File: src/common/rvPkg.sv
`default_nettype none

package rvPkg;

    typedef enum logic [6:0] {
        opOp     = 7'b0110011,
        opOpImm  = 7'b0010011,
        opBranch = 7'b1100011,
        opJalr   = 7'b1100111
    } opcode_e;

    // Base integer ops, shared by the Zbb/Zbs forms with the same funct3
    localparam logic [2:0] f3AddSub = 3'b000;
    localparam logic [2:0] f3Sll    = 3'b001;   // Also rol, sext, bclr, binv, bset
    localparam logic [2:0] f3Slt    = 3'b010;
    localparam logic [2:0] f3Sltu   = 3'b011;
    localparam logic [2:0] f3Xor    = 3'b100;   // Also xnor, zext.h
    localparam logic [2:0] f3Sr     = 3'b101;   // srl, sra, ror, bext
    localparam logic [2:0] f3Or     = 3'b110;   // Also orn
    localparam logic [2:0] f3And    = 3'b111;   // Also andn
    localparam logic [2:0] f3Jalr   = 3'b000;

    localparam logic [2:0] f3Beq  = 3'b000;
    localparam logic [2:0] f3Bne  = 3'b001;
    localparam logic [2:0] f3Blt  = 3'b100;
    localparam logic [2:0] f3Bge  = 3'b101;
    localparam logic [2:0] f3Bltu = 3'b110;
    localparam logic [2:0] f3Bgeu = 3'b111;

    // Zba shift-and-add
    localparam logic [2:0] f3Sh1add = 3'b010;
    localparam logic [2:0] f3Sh2add = 3'b100;
    localparam logic [2:0] f3Sh3add = 3'b110;

    // Zbb min/max
    localparam logic [2:0] f3Min  = 3'b100;
    localparam logic [2:0] f3Minu = 3'b101;
    localparam logic [2:0] f3Max  = 3'b110;
    localparam logic [2:0] f3Maxu = 3'b111;

    localparam logic [6:0] f7Base   = 7'b0000000;
    localparam logic [6:0] f7Alt    = 7'b0100000;   // sub, sra
    localparam logic [6:0] f7Zba    = 7'b0010000;
    localparam logic [6:0] f7MinMax = 7'b0000101;
    localparam logic [6:0] f7Negate = 7'b0100000;   // andn, orn, xnor
    localparam logic [6:0] f7Rotate = 7'b0110000;   // rol, ror, sext
    localparam logic [6:0] f7Zext   = 7'b0000100;
    localparam logic [6:0] f7Bclr   = 7'b0100100;
    localparam logic [6:0] f7Binv   = 7'b0110100;
    localparam logic [6:0] f7Bset   = 7'b0010100;
    localparam logic [6:0] f7Bext   = 7'b0100100;

    // Unary Zbb forms are picked by the rs2 field
    localparam logic [4:0] rs2SextB = 5'b00100;
    localparam logic [4:0] rs2SextH = 5'b00101;
    localparam logic [4:0] rs2Zext  = 5'b00000;

    typedef struct packed {
        logic [6:0] funct7;
        logic [4:0] rs2;
        logic [4:0] rs1;
        logic [2:0] funct3;
        logic [4:0] rd;
        logic [6:0] opcode;
    } rType_s;

    typedef struct packed {
        logic [11:0] imm;
        logic [4:0]  rs1;
        logic [2:0]  funct3;
        logic [4:0]  rd;
        logic [6:0]  opcode;
    } iType_s;

    typedef struct packed {
        logic       imm12;
        logic [5:0] imm10to5;
        logic [4:0] rs2;
        logic [4:0] rs1;
        logic [2:0] funct3;
        logic [3:0] imm4to1;
        logic       imm11;
        logic [6:0] opcode;
    } bType_s;

    typedef union packed {
        rType_s r;
        iType_s i;
        bType_s b;
    } rvInstr_u;

endpackage

`default_nettype wire

File: src/common/aluPkg.sv
`default_nettype none

package aluPkg;

    import rvPkg::*;

    // Sparse control codes, immediate Zbs forms folded in
    typedef enum logic [5:0] {
        aluAdd   = 6'd0,
        aluSub   = 6'd1,
        aluAnd   = 6'd2,
        aluOr    = 6'd3,
        aluXor   = 6'd4,
        aluSlt   = 6'd5,
        aluSll   = 6'd6,
        aluSra   = 6'd7,
        aluSge   = 6'd8,
        aluEq    = 6'd9,
        aluNe    = 6'd10,
        aluSrl   = 6'd11,
        aluSltu  = 6'd12,
        aluSgeu  = 6'd13,
        aluJalr  = 6'd14,
        aluShadd = 6'd15,
        aluAndn  = 6'd16,
        aluOrn   = 6'd17,
        aluXnor  = 6'd18,
        aluMax   = 6'd19,
        aluMin   = 6'd20,
        aluSext  = 6'd21,
        aluZext  = 6'd22,
        aluRol   = 6'd23,
        aluRor   = 6'd24,
        aluBclr  = 6'd25,
        aluBext  = 6'd27,
        aluBinv  = 6'd29,
        aluBset  = 6'd31
    } aluOp_e;

    typedef struct packed {
        rvInstr_u    instr;
        logic [31:0] rs1Val;
        logic [31:0] rs2Val;
    } execIn_s;

    typedef struct packed {
        logic [31:0] result;
        logic        branchTaken;
        logic        illegal;
    } execOut_s;

    typedef struct packed {
        aluOp_e      aluOp;
        logic [2:0]  funct3;     // Variant select for shadd, min, max
        logic        useImm;
        logic [31:0] imm;
        logic        isBranch;
        logic        illegal;
    } decoded_s;

endpackage

`default_nettype wire

File: src/decode/aluDecoder.sv
`timescale 1ns/1ns
`default_nettype none

module aluDecoder (
    input  rvPkg::rvInstr_u  instr,
    output aluPkg::decoded_s dec
);

    import rvPkg::*;
    import aluPkg::*;

    logic [6:0]  f7;
    logic [2:0]  f3;
    logic [4:0]  rs2f;
    logic [31:0] immI;
    logic [31:0] immSh;
    logic        bad;

    assign f7    = instr.r.funct7;
    assign f3    = instr.r.funct3;
    assign rs2f  = instr.r.rs2;
    assign immI  = {{20{instr.i.imm[11]}}, instr.i.imm};
    assign immSh = {27'b0, instr.r.rs2};   // shamt or bit index

    always_comb begin
        dec        = '0;
        dec.aluOp  = aluAdd;
        dec.funct3 = f3;
        bad        = 1'b0;

        case (instr.r.opcode)
            opOp: begin
                case ({f7, f3})
                    {f7Base, f3AddSub}: dec.aluOp = aluAdd;
                    {f7Alt, f3AddSub}:  dec.aluOp = aluSub;
                    {f7Base, f3Sll}:    dec.aluOp = aluSll;
                    {f7Base, f3Slt}:    dec.aluOp = aluSlt;
                    {f7Base, f3Sltu}:   dec.aluOp = aluSltu;
                    {f7Base, f3Xor}:    dec.aluOp = aluXor;
                    {f7Base, f3Sr}:     dec.aluOp = aluSrl;
                    {f7Alt, f3Sr}:      dec.aluOp = aluSra;
                    {f7Base, f3Or}:     dec.aluOp = aluOr;
                    {f7Base, f3And}:    dec.aluOp = aluAnd;
                    {f7Zba, f3Sh1add},
                    {f7Zba, f3Sh2add},
                    {f7Zba, f3Sh3add}:  dec.aluOp = aluShadd;
                    {f7MinMax, f3Min},
                    {f7MinMax, f3Minu}: dec.aluOp = aluMin;
                    {f7MinMax, f3Max},
                    {f7MinMax, f3Maxu}: dec.aluOp = aluMax;
                    {f7Negate, f3And}:  dec.aluOp = aluAndn;
                    {f7Negate, f3Or}:   dec.aluOp = aluOrn;
                    {f7Negate, f3Xor}:  dec.aluOp = aluXnor;
                    {f7Rotate, f3Sll}:  dec.aluOp = aluRol;
                    {f7Rotate, f3Sr}:   dec.aluOp = aluRor;
                    {f7Bclr, f3Sll}:    dec.aluOp = aluBclr;
                    {f7Bext, f3Sr}:     dec.aluOp = aluBext;
                    {f7Binv, f3Sll}:    dec.aluOp = aluBinv;
                    {f7Bset, f3Sll}:    dec.aluOp = aluBset;
                    {f7Zext, f3Xor}: begin
                        if (rs2f == rs2Zext) dec.aluOp = aluZext;
                        else bad = 1'b1;
                    end
                    default: bad = 1'b1;
                endcase
            end

            opOpImm: begin
                dec.useImm = 1'b1;
                dec.imm    = immI;
                case (f3)
                    f3AddSub: dec.aluOp = aluAdd;
                    f3Slt:    dec.aluOp = aluSlt;
                    f3Sltu:   dec.aluOp = aluSltu;
                    f3Xor:    dec.aluOp = aluXor;
                    f3Or:     dec.aluOp = aluOr;
                    f3And:    dec.aluOp = aluAnd;
                    f3Sll: begin
                        dec.imm = immSh;
                        case (f7)
                            f7Base:   dec.aluOp = aluSll;
                            f7Bclr:   dec.aluOp = aluBclr;
                            f7Binv:   dec.aluOp = aluBinv;
                            f7Bset:   dec.aluOp = aluBset;
                            f7Rotate: begin
                                // sext.b / sext.h, other unary forms unsupported
                                if (rs2f == rs2SextB || rs2f == rs2SextH) dec.aluOp = aluSext;
                                else bad = 1'b1;
                            end
                            default: bad = 1'b1;
                        endcase
                    end
                    f3Sr: begin
                        dec.imm = immSh;
                        case (f7)
                            f7Base:   dec.aluOp = aluSrl;
                            f7Alt:    dec.aluOp = aluSra;
                            f7Rotate: dec.aluOp = aluRor;
                            f7Bext:   dec.aluOp = aluBext;
                            default:  bad = 1'b1;
                        endcase
                    end
                endcase
            end

            opBranch: begin
                dec.isBranch = 1'b1;   // Decision is bit 0 of the compare
                case (f3)
                    f3Beq:   dec.aluOp = aluEq;
                    f3Bne:   dec.aluOp = aluNe;
                    f3Blt:   dec.aluOp = aluSlt;
                    f3Bge:   dec.aluOp = aluSge;
                    f3Bltu:  dec.aluOp = aluSltu;
                    f3Bgeu:  dec.aluOp = aluSgeu;
                    default: bad = 1'b1;
                endcase
            end

            opJalr: begin
                if (f3 == f3Jalr) begin
                    dec.aluOp  = aluJalr;
                    dec.useImm = 1'b1;
                    dec.imm    = immI;
                end else begin
                    bad = 1'b1;
                end
            end

            default: bad = 1'b1;
        endcase

        // Illegal word passes rs1 through as rs1 + 0
        if (bad) begin
            dec.aluOp    = aluAdd;
            dec.useImm   = 1'b1;
            dec.imm      = '0;
            dec.isBranch = 1'b0;
        end
        dec.illegal = bad;
    end

endmodule

`default_nettype wire

File: src/alu/alu.sv
`timescale 1ns/1ns
`default_nettype none

module alu (
    input  logic [31:0]    opA,
    input  logic [31:0]    opB,
    input  aluPkg::aluOp_e aluOp,
    input  logic [2:0]     funct3,
    output logic [31:0]    result
);

    import rvPkg::*;
    import aluPkg::*;

    logic [4:0]  shamt;
    logic [5:0]  shInv;
    logic [31:0] bitMask;
    logic        ltS;
    logic        ltU;

    assign shamt   = opB[4:0];                 // RV32 uses low 5 bits only
    assign shInv   = 6'd32 - {1'b0, shamt};    // 32 when shamt is 0, shifts out fully
    assign bitMask = 32'd1 << shamt;
    assign ltS     = $signed(opA) < $signed(opB);
    assign ltU     = opA < opB;

    always_comb begin
        case (aluOp)
            aluAdd:  result = opA + opB;
            aluSub:  result = opA - opB;
            aluAnd:  result = opA & opB;
            aluOr:   result = opA | opB;
            aluXor:  result = opA ^ opB;
            aluSll:  result = opA << shamt;
            aluSrl:  result = opA >> shamt;
            aluSra:  result = $signed(opA) >>> shamt;

            // Compares also drive the branch decision
            aluSlt:  result = {31'b0, ltS};
            aluSge:  result = {31'b0, ~ltS};
            aluSltu: result = {31'b0, ltU};
            aluSgeu: result = {31'b0, ~ltU};
            aluEq:   result = {31'b0, opA == opB};
            aluNe:   result = {31'b0, opA != opB};

            aluJalr: result = (opA + opB) & ~32'd1;

            aluShadd: begin
                case (funct3)
                    f3Sh1add: result = (opA << 1) + opB;
                    f3Sh2add: result = (opA << 2) + opB;
                    f3Sh3add: result = (opA << 3) + opB;
                    default:  result = '0;
                endcase
            end

            aluAndn: result = opA & ~opB;
            aluOrn:  result = opA | ~opB;
            aluXnor: result = ~(opA ^ opB);

            aluMax: begin
                case (funct3)
                    f3Max:   result = ltS ? opB : opA;
                    f3Maxu:  result = ltU ? opB : opA;
                    default: result = '0;
                endcase
            end
            aluMin: begin
                case (funct3)
                    f3Min:   result = ltS ? opA : opB;
                    f3Minu:  result = ltU ? opA : opB;
                    default: result = '0;
                endcase
            end

            aluSext: begin
                case (shamt)
                    rs2SextB: result = {{24{opA[7]}}, opA[7:0]};
                    rs2SextH: result = {{16{opA[15]}}, opA[15:0]};
                    default:  result = '0;
                endcase
            end
            aluZext: result = {16'b0, opA[15:0]};

            aluRol:  result = (opA << shamt) | (opA >> shInv);
            aluRor:  result = (opA >> shamt) | (opA << shInv);

            // Zbs, register and immediate forms share one code
            aluBclr: result = opA & ~bitMask;
            aluBext: result = {31'b0, opA[shamt]};
            aluBinv: result = opA ^ bitMask;
            aluBset: result = opA | bitMask;

            default: result = '0;
        endcase
    end

endmodule

`default_nettype wire

File: src/verilog/executeStage.sv
`timescale 1ns/1ns
`default_nettype none

module executeStage (
    input  logic             clk,
    input  logic             rstN,
    input  logic             inValid,
    input  logic [31:0]      rs1Val,
    input  logic [31:0]      rs2Val,
    input  aluPkg::decoded_s dec,
    output logic             outValid,
    output aluPkg::execOut_s outData
);

    import aluPkg::*;

    logic [31:0] opB;
    logic [31:0] aluResult;
    execOut_s    nextOut;

    assign opB = dec.useImm ? dec.imm : rs2Val;

    alu uAlu (
        .opA    (rs1Val),
        .opB    (opB),
        .aluOp  (dec.aluOp),
        .funct3 (dec.funct3),
        .result (aluResult)
    );

    // Result is kept for branches and illegal words too
    always_comb begin
        nextOut.result      = aluResult;
        nextOut.branchTaken = dec.isBranch & aluResult[0];
        nextOut.illegal     = dec.illegal;
    end

    // One cycle latency, new input every cycle
    always_ff @(posedge clk) begin
        if (!rstN) begin
            outValid <= 1'b0;
            outData  <= '0;
        end else begin
            outValid <= inValid;
            if (inValid) outData <= nextOut;   // Hold last result when idle
        end
    end

endmodule

`default_nettype wire

File: src/verilog/execUnit.sv
`timescale 1ns/1ns
`default_nettype none

module execUnit (
    input  logic             clk,
    input  logic             rstN,
    input  logic             inValid,
    input  aluPkg::execIn_s  inData,
    output logic             outValid,
    output aluPkg::execOut_s outData
);

    import aluPkg::*;

    decoded_s dec;   // Decoder to stage, same cycle

    aluDecoder uDecoder (
        .instr (inData.instr),
        .dec   (dec)
    );

    executeStage uStage (
        .clk      (clk),
        .rstN     (rstN),
        .inValid  (inValid),
        .rs1Val   (inData.rs1Val),
        .rs2Val   (inData.rs2Val),
        .dec      (dec),
        .outValid (outValid),
        .outData  (outData)
    );

endmodule

`default_nettype wire

File: config.mk
export PLATFORM = sky130hd
export DESIGN_NAME = execUnit
export DESIGN_NICKNAME = d
export VERILOG_FILES = /design/src/common/rvPkg.sv /design/src/common/aluPkg.sv /design/src/decode/aluDecoder.sv /design/src/alu/alu.sv /design/src/verilog/executeStage.sv /design/src/verilog/execUnit.sv
export SDC_FILE = /design/constraint.sdc
export NUM_CORES = 1
export LEC_CHECK = 0
export BUFFER_PORTS_ARGS = -buffer_cell sky130_fd_sc_hd__buf_2
export CORE_MARGIN = 8
export CORE_UTILIZATION = 25
export CTS_CLUSTER_DIAMETER = 40
export DETAILED_ROUTE_END_ITERATION = 6
export GPL_TIMING_DRIVEN = 0
export PLACE_DENSITY_LB_ADDON = 0.15
export REMOVE_ABC_BUFFERS = 1
export SETUP_SLACK_MARGIN = 0.05
export SLEW_MARGIN = 15
export SYNTH_ARGS = -nofsm -noshare
export SYNTH_HDL_FRONTEND = slang
export SYNTH_SLANG_ARGS = --single-unit
File: constraint.sdc
create_clock -name clk -period 9.5 [get_ports clk]
set_clock_uncertainty 0.1 [all_clocks]
set_input_delay 0.95 -clock clk [delete_from_list [all_inputs] [get_ports clk]]
set_output_delay 0.95 -clock clk [all_outputs]
set_load 0.05 [all_outputs]
==> reports/qor.yml <==
status:
  status: "completed"
critical_path:
  path_cells: "buf_2 > nor3_2 > a31oi_1 > o21ai_0 > and2_1 > a311oi_4 > inv_4 > ha_1 > a21o_1 > a31oi_1 > o21ai_1 > a311oi_2 > o21ai_1 > a211oi_4 > xnor2_2 > nand2_1 > o21a_1 > o21ai_0 > a2111oi_1 > a31oi_1"
  critical_path_class: "input port to register"
  reg2reg_from: "uStage.outData[16]"
  crit_path_frequent_cell: "a31oi_1"
  timing.rr.end: "uStage.outData[16]"
  endpoint: "uStage.outData[25]"
  slowest_delay_ns: 0.99
  critPathArrivalTime_ns: 9.37
  crit_required_ns: 9.59
  cp-start-kind: "input port"
  crit_start: "inData[76]"
  cp-end-kind: "register"
  critPathMaxFanout: 53
  critPathSlowestCell: "o21a_1"
  reg2reg_depth: 2
  regToRegSetupSlack_ns: 8.49
synth:
  yosys.area.top_type: "mux2i_1"
  synthArstFlopShare_pct: 0
  synth_area_leaders: "mux2i_1 10%, ha_1 8.7%, a21oi_1 6.7%"
  synth_seq_cells: 35
  ys.flop_type: "dfxtp_1"
  synth_area_per_cell_um2: 6.72
  synth_edf_count: 0
  ys_types: 120
  yosys_warnings: 0
  yosysTopAreaCellShare_pct: 10.1
  netlist_instances: 3355
  netlist_area_mm2: 0.0226
  ys_seq_area_share_pct: 3.11
drt:
  wirelength_mm: 160
  drtIter0Drc: 4374
  dr.pass1.iters: 6
  ant_nets: 0
  vias: 29900
  route.detailed.drc: 0
  viasPerCell: 6.70
  avgRoutedWirePerCell_um: 35.8
power:
  p_comb_share_pct: 68.5
  pwr-share-seq_pct: 14.1
  p_per_area_mw_per_mm2: 48.8
  internal_power_uw: 495
  clkPwrFrac_pct: 17.5
  p_leak_nw: 10.0
  vdd_drop_max_uv: 68.2
  power_switching_uw: 709
  swShare_pct: 58.9
timing:
  fin_crit_ns: 9.28
  relSlewSlack_pct: 11.1
  period_share_pct: 97.7
  timing.hold.ws_ns: 0.379
  fin_setup_tns_ns: 0
  worst_slack_ns: 0.221
  rsz0062_at_grt: "no"
  tightest_slew_ns: 1.33
  hold_violations: 0
  setup_violations: 0
  max_freq_mhz: 108
  drv_slew: 0
finish:
  layout_common_cells: "335 x nor2_1, 301 x nand2_1, 298 x a21oi_1"
  syn2layout_area_growth_pct: 9.35
  drive_gt1_share_pct: 11.0
  layout_commonest_cell: "nor2_1"
  final_cells: 4462
  fillers: 10200
  final_area_mm2: 0.0247
  final_nets: 3543
placement:
  dp_slack_ns: -0.712
  placed_area_mm2: 0.0245
  finalWeightedCongestion: 1.08
  dpl.hpwl_mm: 123
  portBuffers: 123
  place_inst: 4447
floorplanning:
  core_mm2: 0.0897
  die-height_um: 316
  num_io_pins: 134
  initial_utilization_pct: 25.1
  die_area_mm2: 0.100
  rows: 110
  die_x_um: 316
clock_tree:
  clk_latency_ns: 0.33
  root_buffer: "clkbuf_16"
  cts_tree: "done"
  numCtsBuffers: 5
  clock-sinks: 35
  clock_path_buffers: 2
  path_clk_slew_ns: 0.08
  cts_max_level: 2
  holdBufCountCts: 0
min_path:
  hp-class: "register to register"
  hold_depth: 2
global_routing:
  gr-total-overflow: 0
  grt_pass1_vias: 28200
  grt_pass1_wl_mm: 222
  grt_util_all_layers_pct: 30.5
  antenna_found_initial: 6
  grt_max_degree: 66
flow_run:
  maxCapViolCount: 0
## cells in the mapped netlist (17+ instances only)
cell,instances
a211o_1,18
buf_2,49
a211oi_1,61
clkbuf_1,178
a22oi_1,27
a21oi_1,303
xor2_1,43
o221ai_1,28
and2_1,29
o2111ai_1,17
nand3_1,106
o21ai_0,235
xnor2_1,61
nor4_1,31
nor2_1,342
nand2b_1,27
o21bai_1,26
o211ai_1,36
nor2b_1,20
a21o_1,72
nand4_1,37
mux4_2,25
dfxtp_1,35
and3_1,35
nor3_1,98
ha_1,157
nand2_1,303
a221oi_1,33
a41oi_1,19
buf_1,19
inv_1,81
a31oi_1,61
mux2i_1,227
o22ai_1,66
or3_1,26
o31ai_1,23
o21a_1,28
## registers in the layout, summed over array words and instances, names as in the netlist
register         count
uStage.outData      34
uStage.outValid      1
## power by group through the flow
stage / registers (mW) / clock network, mW / logic, mW
final: 0.169 / 0.210 / 0.824
after global routing: 0.170 / 0.209 / 0.855
after CTS: 0.169 / 0.212 / 0.790
after detailed placement: 0.172 / 0 / 0.786
after global placement: 0.173 / 0 / 0.783
after floorplan: 0.204 / 0 / 0.406
## cells by family (layout without fill, tap and decap cells)
kind of cell / Yosys count / count (layout) / share of synthesized area [%]
AOI/OAI and AO/OA: 1278 / 1278 / 38.8
xor gates and xnor gates: 104 / 104 / 4.04
adders and majority gates: 162 / 162 / 9.15
buffers and inverters: 354 / 282 / 6.66
DFF: 35 / 35 / 3.11
muxes: 269 / 269 / 13.4
other: 0 / 3 / 0
and+or+nand+nor: 1153 / 1153 / 24.8
## area by class of cell
class / instances / area, µm² / share of cell area, %
multi-input cells: 2966 / 20600 / 83.4
well taps: 1176 / 1470 / 5.97
repair buffers: 188 / 1420 / 5.77
flip-flops and latches: 35 / 701 / 2.84
inverters: 86 / 340 / 1.38
clock buffers: 6 / 129 / 0.523
clock inverters: 2 / 12.5 / 0.0507
diodes: 3 / 7.51 / 0.0304
## layer usage
metal,share of wire [%],vias to the layer above,wire length (µm),global-route usage (%)
met3,10,439,16600,6.44
met4,6.1,6,9760,15.8
met2,42,1889,66900,45.9
li1,-,12800,-,-
met1,42,14800,66600,40.7
met5,0.029,-,46,0
## timing repair
item                       in CTS  in global routing
setup endpoints to repair       4                  9
pin swaps                       1                  1
resized for setup               1                  2
buffers inserted                1                  2
## worst min-delay path by stage
| stage | to | start |
|---|---|---|
| after floorplan | uStage.outData[1] | uStage.outData[1] |
| after global placement | uStage.outData[1] | uStage.outData[1] |
| after detailed placement | uStage.outData[0] | uStage.outData[0] |
| after CTS | uStage.outData[1] | uStage.outData[1] |
| after global routing | uStage.outData[0] | uStage.outData[0] |
| final | uStage.outData[1] | uStage.outData[1] |
## worst max-delay path, delay by kind of cell
kind	cells	cell delay, ns
buf+inv	2	0.96
compound gates	13	5.82
xor+xnor	1	0.25
simple gates	3	0.87
fa+ha+maj	1	0.42
## through the flow
stage,power [mW],utilization (%)
after detailed placement,0.958,27.3
after global routing,1.23,27.5
after floorplan,0.610,-
final,1.20,27.5
after CTS,1.17,27.4
after global placement,0.955,26.1
No activity file was read; power rests on OpenSTA's default activity.
